===== src/fetch_defines.svh =====
// Memory depth must stay a power of two and the PC is a byte address of 16-bit words
`ifndef FETCH_DEFINES_SVH
`define FETCH_DEFINES_SVH

`define FETCH_DATA_W    16        // Instruction and PC width
`define FETCH_MEM_WORDS 256       // Index is PC bits 8..1
`define FETCH_SB_DEPTH  3         // In-flight destination slots
`define FETCH_BUBBLE    16'h0800  // NOP word

`endif

===== src/fetchPkg.sv =====
// Control word covers only the front end fields and unknown opcodes map to ctrlErr
`default_nettype none

`include "fetch_defines.svh"

package fetchPkg;

   typedef enum logic [4:0] {
      HALT  = 5'b00000,
      NOP   = 5'b00001,
      J     = 5'b00100,
      JR    = 5'b00101,
      JAL   = 5'b00110,
      JALR  = 5'b00111,
      ADDI  = 5'b01000,
      SUBI  = 5'b01001,
      BEQZ  = 5'b01100,
      BNEZ  = 5'b01101,
      ST    = 5'b10000,
      LD    = 5'b10001,
      LBI   = 5'b11000,
      RTYPE = 5'b11011
   } opcode_t;

   // Where the written register comes from
   typedef enum logic [1:0] {
      DEST_RS   = 2'b00,  // Bits 10..8
      DEST_RD_R = 2'b01,  // Bits 4..2
      DEST_R7   = 2'b10,
      DEST_RD_I = 2'b11   // Bits 7..5
   } destSel_t;

   typedef struct packed {
      logic       regWrite;
      logic [2:0] destReg;
      logic       memEnable;
      logic       memWrite;
      logic       aluImm;
      logic [2:0] immSel;
      logic       link;
      logic       isBranch;
      logic       isJump;
      logic       halt;
      logic       ctrlErr;
   } ctrlWord_t;

   typedef struct packed {
      logic                     valid;
      logic [`FETCH_DATA_W-1:0] pc;
      logic [`FETCH_DATA_W-1:0] instr;
      ctrlWord_t                ctrl;
   } issueWord_t;

endpackage

`default_nettype wire


===== src/fetch.sv =====
// Front end only and branches are resolved downstream and come back as a redirect
`timescale 1ns/1ps
`default_nettype none

`include "fetch_defines.svh"

module fetch (
   input  logic                               clk,
   input  logic                               reset,
   input  logic                               redirectValid,
   input  logic [`FETCH_DATA_W-1:0]           redirectTarget,
   input  logic                               progWrEn,
   input  logic [$clog2(`FETCH_MEM_WORDS)-1:0] progAddr,
   input  logic [`FETCH_DATA_W-1:0]           progData,
   output fetchPkg::issueWord_t               issue,
   output logic                               halted
);

   import fetchPkg::*;

   logic [`FETCH_DATA_W-1:0] pc;
   logic [`FETCH_DATA_W-1:0] instr;
   ctrlWord_t                ctrl;
   logic                     stall;
   logic                     pcHold;
   logic                     issuedWrite;
   logic [2:0]               issuedDest;

   progCounter uPc (.clk(clk), .reset(reset), .pcHold(pcHold),
      .redirectValid(redirectValid), .redirectTarget(redirectTarget), .pc(pc));

   instrMem uMem (.clk(clk), .addr(pc), .instr(instr),
      .progWrEn(progWrEn), .progAddr(progAddr), .progData(progData));

   // Decoder and hazard check look at the same fetched word
   ctrlDecode uDec (.instr(instr), .ctrl(ctrl));

   hazardDetect uHaz (.clk(clk), .reset(reset), .instr(instr),
      .issuedWrite(issuedWrite), .issuedDest(issuedDest), .stall(stall));

   issueStage uIss (.clk(clk), .reset(reset), .pc(pc), .instr(instr), .ctrl(ctrl),
      .stall(stall), .redirectValid(redirectValid), .pcHold(pcHold),
      .issuedWrite(issuedWrite), .issuedDest(issuedDest), .halted(halted),
      .issue(issue));

endmodule

`default_nettype wire


===== src/issueStage.sv =====
// Issued destination is the value entering the issue register and halt holds until reset
`timescale 1ns/1ps
`default_nettype none

`include "fetch_defines.svh"

module issueStage (
   input  logic                     clk,
   input  logic                     reset,
   input  logic [`FETCH_DATA_W-1:0] pc,
   input  logic [`FETCH_DATA_W-1:0] instr,
   input  fetchPkg::ctrlWord_t      ctrl,
   input  logic                     stall,
   input  logic                     redirectValid,
   output logic                     pcHold,
   output logic                     issuedWrite,
   output logic [2:0]               issuedDest,
   output logic                     halted,
   output fetchPkg::issueWord_t     issue
);

   import fetchPkg::*;

   logic       takeWord;
   issueWord_t nextIssue;

   // Redirect drops the word fetched this cycle
   assign takeWord = !stall && !redirectValid && !halted;

   always_comb begin
      nextIssue.valid = takeWord;
      nextIssue.pc    = pc;
      nextIssue.instr = takeWord ? instr : `FETCH_BUBBLE;
      nextIssue.ctrl  = takeWord ? ctrl : '0;
   end

   assign pcHold      = stall | halted;
   assign issuedWrite = nextIssue.ctrl.regWrite;  // Into scoreboard slot 0
   assign issuedDest  = nextIssue.ctrl.destReg;

   always_ff @(posedge clk) begin
      if (reset) begin
         issue  <= '{valid: 1'b0, pc: '0, instr: `FETCH_BUBBLE, ctrl: '0};
         halted <= 1'b0;
      end else begin
         issue <= nextIssue;
         if (takeWord && ctrl.halt) begin
            halted <= 1'b1;  // Rises with the HALT issue
         end
      end
   end

   // Halt freezes the PC unless a redirect comes in
   pcFrozenA: assert property (@(posedge clk) disable iff (reset)
      halted && !redirectValid |=> $stable(pc))
      else $error("PC moved while halted");

endmodule

`default_nettype wire


===== src/hazardDetect.sv =====
// No forwarding is assumed so any read of an in-flight destination stalls the word
`timescale 1ns/1ps
`default_nettype none

`include "fetch_defines.svh"

module hazardDetect (
   input  logic                     clk,
   input  logic                     reset,
   input  logic [`FETCH_DATA_W-1:0] instr,
   input  logic                     issuedWrite,
   input  logic [2:0]               issuedDest,
   output logic                     stall
);

   import fetchPkg::*;

   typedef struct packed {
      logic       valid;
      logic [2:0] dest;
   } sbSlot_t;

   sbSlot_t [`FETCH_SB_DEPTH-1:0] sb;  // Slot 0 is the youngest
   opcode_t                       op;
   logic                          readRs;
   logic                          readRt;

   assign op = opcode_t'(instr[15:11]);

   always_comb begin
      readRs = 1'b0;
      readRt = 1'b0;
      case (op)
         RTYPE, ST: begin
            readRs = 1'b1;
            readRt = 1'b1;
         end
         ADDI, SUBI, LD, BEQZ, BNEZ, JR, JALR: readRs = 1'b1;
         default: ;
      endcase
   end

   // Shifts every cycle, bubbles enter with valid low
   always_ff @(posedge clk) begin
      if (reset) begin
         sb <= '0;
      end else begin
         sb <= {sb[`FETCH_SB_DEPTH-2:0], sbSlot_t'{valid: issuedWrite, dest: issuedDest}};
      end
   end

   always_comb begin
      stall = 1'b0;
      for (int i = 0; i < `FETCH_SB_DEPTH; i++) begin
         if (sb[i].valid && ((readRs && sb[i].dest == instr[10:8]) ||
                             (readRt && sb[i].dest == instr[7:5]))) begin
            stall = 1'b1;
         end
      end
   end

   // A stalled word must enter the scoreboard as an empty slot
   stallNoWriteA: assert property (@(posedge clk) disable iff (reset) stall |-> !issuedWrite)
      else $error("Stalled word wrote the scoreboard");

endmodule

`default_nettype wire


===== src/ctrlDecode.sv =====
// Purely combinational and destReg reads zero for words that do not write a register
`timescale 1ns/1ps
`default_nettype none

module ctrlDecode (
   input  logic [15:0]         instr,
   output fetchPkg::ctrlWord_t ctrl
);

   import fetchPkg::*;

   opcode_t   op;
   destSel_t  destSel;
   ctrlWord_t base;

   assign op = opcode_t'(instr[15:11]);

   // Opcode to control fields, destination picked below
   always_comb begin
      base    = '0;
      destSel = DEST_RD_I;              // I-type default, LD lands here
      case (op)
         ADDI, SUBI: begin
            base.regWrite = 1'b1;
            base.aluImm   = 1'b1;
         end
         LD: begin
            base.memEnable = 1'b1;
            base.regWrite  = 1'b1;
         end
         ST: begin
            base.memEnable = 1'b1;
            base.memWrite  = 1'b1;
         end
         LBI: begin
            base.regWrite = 1'b1;
            destSel       = DEST_RS;
         end
         RTYPE: begin
            base.regWrite = 1'b1;
            destSel       = DEST_RD_R;
         end
         BEQZ, BNEZ: base.isBranch = 1'b1;
         J, JR:      base.isJump   = 1'b1;
         JAL, JALR: begin
            base.isJump   = 1'b1;
            base.link     = 1'b1;
            base.regWrite = 1'b1;
            destSel       = DEST_R7;    // Return address
         end
         HALT: base.halt = 1'b1;
         NOP:  base      = '0;
         default: base.ctrlErr = 1'b1;  // Not a known opcode
      endcase
   end

   // Immediate format select is decided in execute and stays zero here
   always_comb begin
      ctrl = base;
      if (base.regWrite) begin
         case (destSel)
            DEST_RS:   ctrl.destReg = instr[10:8];
            DEST_RD_R: ctrl.destReg = instr[4:2];
            DEST_R7:   ctrl.destReg = 3'b111;
            DEST_RD_I: ctrl.destReg = instr[7:5];
         endcase
      end
   end

endmodule

`default_nettype wire


===== src/instrMem.sv =====
// Contents are undefined until loaded and PC bit 0 plus bits above the index are ignored
`timescale 1ns/1ps
`default_nettype none

`include "fetch_defines.svh"

module instrMem (
   input  logic                               clk,
   input  logic [`FETCH_DATA_W-1:0]           addr,
   output logic [`FETCH_DATA_W-1:0]           instr,
   input  logic                               progWrEn,
   input  logic [$clog2(`FETCH_MEM_WORDS)-1:0] progAddr,
   input  logic [`FETCH_DATA_W-1:0]           progData
);

   localparam int IdxW = $clog2(`FETCH_MEM_WORDS);

   logic [`FETCH_DATA_W-1:0] mem [`FETCH_MEM_WORDS];
   logic [IdxW-1:0]          rdIdx;

   assign rdIdx = addr[IdxW:1];  // Byte address to word index
   assign instr = mem[rdIdx];    // Same-cycle read

   // Load port, used before a run
   always_ff @(posedge clk) begin
      if (progWrEn) begin
         mem[progAddr] <= progData;
      end
   end

endmodule

`default_nettype wire


===== src/progCounter.sv =====
// Redirect targets must be even and a redirect still moves the PC after a halt
`timescale 1ns/1ps
`default_nettype none

`include "fetch_defines.svh"

module progCounter (
   input  logic                     clk,
   input  logic                     reset,
   input  logic                     pcHold,
   input  logic                     redirectValid,
   input  logic [`FETCH_DATA_W-1:0] redirectTarget,
   output logic [`FETCH_DATA_W-1:0] pc
);

   localparam int PcW = `FETCH_DATA_W;

   logic [PcW-1:0] pcNext;

   // Redirect beats hold, hold beats step
   always_comb begin
      if (redirectValid) begin
         pcNext = redirectTarget;
      end else if (pcHold) begin
         pcNext = pc;                  // Stall or halted
      end else begin
         pcNext = pc + PcW'(2);        // One 16-bit word
      end
   end

   always_ff @(posedge clk) begin
      if (reset) begin
         pc <= '0;
      end else begin
         pc <= pcNext;
      end
   end

   // Odd PC means an odd redirect target got in from outside
   pcEvenA: assert property (@(posedge clk) disable iff (reset) pc[0] == 1'b0)
      else $error("PC is odd: %h", pc);

endmodule

`default_nettype wire


===== config.mk =====
export PLATFORM = sky130hd
export DESIGN_NAME = fetch
export DESIGN_NICKNAME = d
export VERILOG_FILES = /design/src/fetchPkg.sv /design/src/fetch.sv /design/src/issueStage.sv /design/src/hazardDetect.sv /design/src/ctrlDecode.sv /design/src/instrMem.sv /design/src/progCounter.sv
export VERILOG_INCLUDE_DIRS = /design/src
export SDC_FILE = /design/constraint.sdc
export NUM_CORES = 2
export LEC_CHECK = 0
export BUFFER_PORTS_ARGS = -buffer_cell sky130_fd_sc_hd__buf_2
export CAP_MARGIN = 20
export CORE_ASPECT_RATIO = 2
export CORE_MARGIN = 3
export CORE_UTILIZATION = 60
export CTS_BUF_LIST = sky130_fd_sc_hd__clkbuf_8
export CTS_CLUSTER_SIZE = 24
export DETAILED_ROUTE_END_ITERATION = 7
export HOLD_SLACK_MARGIN = 0.1
export PLACE_DENSITY_LB_ADDON = 0.05
export SYNTH_ARGS = -nofsm -noshare
export SYNTH_HDL_FRONTEND = slang
export SYNTH_SLANG_ARGS = --single-unit

===== constraint.sdc =====
create_clock -name clk -period 8.71 [get_ports clk]
set_clock_uncertainty 0.2 [all_clocks]
set_input_delay 1.3065 -clock clk [delete_from_list [all_inputs] [get_ports clk]]
set_output_delay 1.3065 -clock clk [all_outputs]
set_load 0.01 [all_outputs]

==> summary.md <==
| Metric | Value |
|---|---|
| Clock Power Share | `35.7%` |
| Syn Inst Count | `around 7,300` |
| Flops & latches, synth | `approximately 4,200` |
| Simple-gate portion of the synthesized area | `under 10%` |
| Crit Path Max Fanout | `19` |
| Synth Area in Compound Gates | `2.04%` |
| Worst slew pin tran | `1330 ps` |
| GPL Wtd Cong | `0.957` |
| Final hold vios | `0` |
| Max IR drop VDD | `0.154 mV` |
| DRC Markers | `0` |
| Setup_tns | `0 ps` |
| Initial antenna violation count | `49` |
| Fillers | `17,100` |
| Root buffer cell | `clkbuf_8` |
| First-pass GRT wire length | `669,000 µm` |
| Total Wirelength | `slightly below 500,000 µm` |
| Synthesized area | `162,000 µm²` |
| Cts hold-fix bufs | `0` |
| Total congestion overflow | `0` |
| Post-synthesis adder-cell area fraction | `0.00774%` |
| GRT Util Overall | `35.4%` |
| Hpwl dp | `~310,000 µm` |
| Synthesized area per cell | `22.1 µm²` |
| Leading cell types in the layout, fill and taps excluded | `4,096 x edfxtp_1, 1,029 x mux4_2, 624 x clkbuf_8, 386 x buf_4, 352 x mux2i_1` |
| WS Path Type | `register to register` |
| Post-CTS Resized | `0` |
| Pwr Density | `around 220 nW/µm²` |
| CP startpoint kind | `register` |
| Sw Share | `23.9%` |
| Status | `completed` |
| Clk slew on worst S/H paths | `70 ps` |
| CP arrival | `8290 ps` |
| Number of CTS-inserted buffers | `575` |
| WL/cell | `40.2 µm` |
| CP Cell Sequence | `clkinv_2, nand2_1, a21oi_1, o41ai_1, buf_4, a41oi_1, a31o_2, xor2_1, and4_1, o32a_1, or2_4, or4_1, a311oi_1` |
| Synth async-reset ratio | `0%` |
| Starting Density | `60.3%` |
| Hold crit path type | `register to register` |
| H-tree Lvls | `6` |
| Leak Pwr | `56.0 nW` |
| Sequential Power Share | `55.9%` |
| Post-Synth XOR/XNOR Area | `0.114%` |
| Vias | `82,500` |
| Multiplexer area fraction after synthesis | `16.8%` |
| Setup crit end kind | `register` |
| Hold Path Sink | `uIss.issue[31]$_SDFF_PP0_` |
| Core box area | `268,000 µm²` |
| Port bufs | `89` |
| Vias in the first global route | `roughly 84,000` |
| Slew headroom | `10.2%` |
| Ys flop type | `edfxtp_1` |
| Nets | `roughly 8,000` |
| HP Start | `uPc.pc[0]$_SDFFE_PP0P_` |
| Int Power | `30.2 mW` |
| Total setup buffers inserted after CTS | `0` |
| Final core occ | `66.8%` |
| DIE HEIGHT | `740 µm` |
| Syn-to-layout area delta | `10.7%` |
| Layout cells sized above 1 | `29.5%` |
| RSZ-0062 raised after global routing | `no` |
| Setup-failing EPs final | `0` |
| Clk_lat worst skew | `around 1100 ps` |
| Hold Path Cell Cnt | `1` |
| Multi-input gate area | `34,900 µm²` |
| Data required time of the critical path | `around 9300 ps` |
| FP Rows | `269` |
| Maximum number of pins on one net before global-route repair | `165` |
| Longest Clk Path Bufs | `4` |
| Comb power frac | `8.5%` |
| CP max-delay cell | `o41ai_1` |
| Fin. max-slew vios | `0` |
| Post-synth EDFFs | `4,096` |
| Buf+Inv Stages, Crit Path | `2` |
| Cell family with most CP delay | `compound AO/OA/AOI/OAI gates` |
| Sequential area share after synthesis | `77.0%` |
| Initial DRC Count | `~11,000` |
| Area of the die | `276,000 µm²` |
| Storage element area | `125,000 µm²` |
| DR pass1 iterations | `8` |
| Ys Warns | `0` |
| Slowest stage delay, CP | `1110 ps` |
| Post-route ant nets | `0` |
| CTS tree | `yes` |
| P_sw | `9.48 mW` |
| # clock sinks | `4,174` |
| R2R Setup Slk | `1050 ps` |
| Die Span X | `373 µm` |
| Max frequency | `131 MHz` |
| Vias per std cell | `6.86` |
| Synth unique cells | `88` |
| Most common cell after layout, fill and taps aside | `edfxtp_1` |
| Main combinational cell family by area after synthesis | `multiplexers` |
| Min Tclk post-route | `around 7700 ps` |
| R2R cell count | `13` |
| Total power | `39.7 mW` |
| Ports | `93` |
| Period Utilization, post-route | `approximately 88%` |
| Max-cap check violation count | `0` |
area by class of cell:
class | count | area share (%)
sequential | 4174 | 69.6
multi-input combinational | 2695 | 19.5
clock buffer | 607 | 4.66
tap | 3523 | 2.46
timing repair buffer | 525 | 2.45
clock inverter | 391 | 1.18
antenna | 95 | 0.133
inverter | 21 | 0.0503
state kept, by name (all words and copies together), names as in the netlist, named ones only:
name and flops:
uIss.issue 45, uPc.pc 16, uMem.mem 4096, uIss.halted 1, uHaz.sb 8
how the worst max path moves through the flow:
stage	from	end	slack [ps]	cells past startpoint
final	register	register	1050	13
after global routing	register	register	990	13
after CTS	register	register	820	14
after detailed placement	register	register	930	14
after global placement	register	register	470	14
after floorplan	register	uIss.issue[15]$_SDFF_PP0_	4080	16
stage by stage:
step	instance area, µm²	setup WS, ps	hold WS (ps)	std cells
floorplan	162000	4080	237	7309
global placement	168000	466	256	10900
detailed placement	168000	931	254	10900
CTS	179000	820	219	11900
global route	179000	994	268	12000
finish	179000	1050	255	12000
per-layer routing:
layer / vias up / part of all wire, % / global-route usage [%] / routed length, µm
met1: 43800 / 32 / 40.7 / 155000
met2: 4927 / 51 / 59.2 / 246000
met3: 1460 / 8.0 / 6.79 / 38500
met4: 28 / 9.2 / 27.0 / 44500
met5: - / 0.038 / 0.0175 / 184
li1: 32300 / - / - / -
power groups by stage:
stage	sequential [mW]	clock, mW	combinational [mW]
3_3_place_gp	22.6	0	3.28
4_1_cts	22.2	14.4	3.32
2_1_floorplan	22.6	0	1.82
6_report	22.2	14.2	3.36
3_5_place_dp	22.6	0	3.32
5_1_grt	22.2	15.2	3.43
synthesized netlist by cell type, types with 7 or more instances:
| master | number | area share [%] |
|---|---|---|
| mux4_2 | 1029 | 14 |
| or2_2 | 7 | 0.027 |
| nor3_1 | 35 | 0.11 |
| buf_8 | 10 | 0.093 |
| nor2_1 | 366 | 0.85 |
| nor2b_1 | 61 | 0.24 |
| buf_12 | 11 | 0.14 |
| and2_1 | 9 | 0.035 |
| mux2i_1 | 353 | 2.2 |
| o22ai_1 | 27 | 0.10 |
| o21ai_0 | 42 | 0.13 |
| dfxtp_1 | 78 | 0.97 |
| a22oi_1 | 118 | 0.55 |
| or4_1 | 8 | 0.037 |
| mux2_2 | 27 | 0.19 |
| o31ai_1 | 11 | 0.051 |
| clkbuf_1 | 113 | 0.26 |
| and3_1 | 21 | 0.081 |
| o41ai_1 | 11 | 0.060 |
| buf_2 | 93 | 0.29 |
| a31oi_1 | 21 | 0.081 |
| nand4_1 | 21 | 0.081 |
| a22o_1 | 7 | 0.038 |
| nand2_1 | 151 | 0.35 |
| a211oi_1 | 19 | 0.088 |
| inv_1 | 18 | 0.042 |
| a21oi_1 | 56 | 0.17 |
| buf_1 | 29 | 0.067 |
| a221oi_1 | 36 | 0.19 |
| a311oi_1 | 15 | 0.081 |
| xnor2_1 | 11 | 0.060 |
| buf_6 | 58 | 0.40 |
| xor2_1 | 10 | 0.054 |
| nand3_1 | 75 | 0.23 |
| nand2b_1 | 18 | 0.070 |
| buf_4 | 103 | 0.48 |
| nor4_1 | 10 | 0.039 |
| edfxtp_1 | 4096 | 76 |
| a2111oi_0 | 10 | 0.054 |
worst register-to-register path, stage by stage, from the launching register on:
cell	delay (ps)
dfxtp_4	720
clkinv_2	860
nand2_1	1030
a21oi_1	130
o41ai_1	1110
buf_4	310
a41oi_1	240
a31o_2	410
xor2_1	210
and4_1	220
o32a_1	410
or2_4	340
or4_1	500
a311oi_1	750
cell families (layout without fill, tap and decap cells):
| logic type | count (synthesis) | count (layout) |
|---|---|---|
| compound gates | 450 | 450 |
| xor+xnor | 21 | 21 |
| simple gates | 806 | 806 |
| flops | 4174 | 4174 |
| buf+inv | 440 | 1544 |
| mux | 1414 | 1414 |
| other cells | 1 | 98 |
| fa+ha+maj | 1 | 1 |
Note: power is estimated with default switching activity, not from simulation.
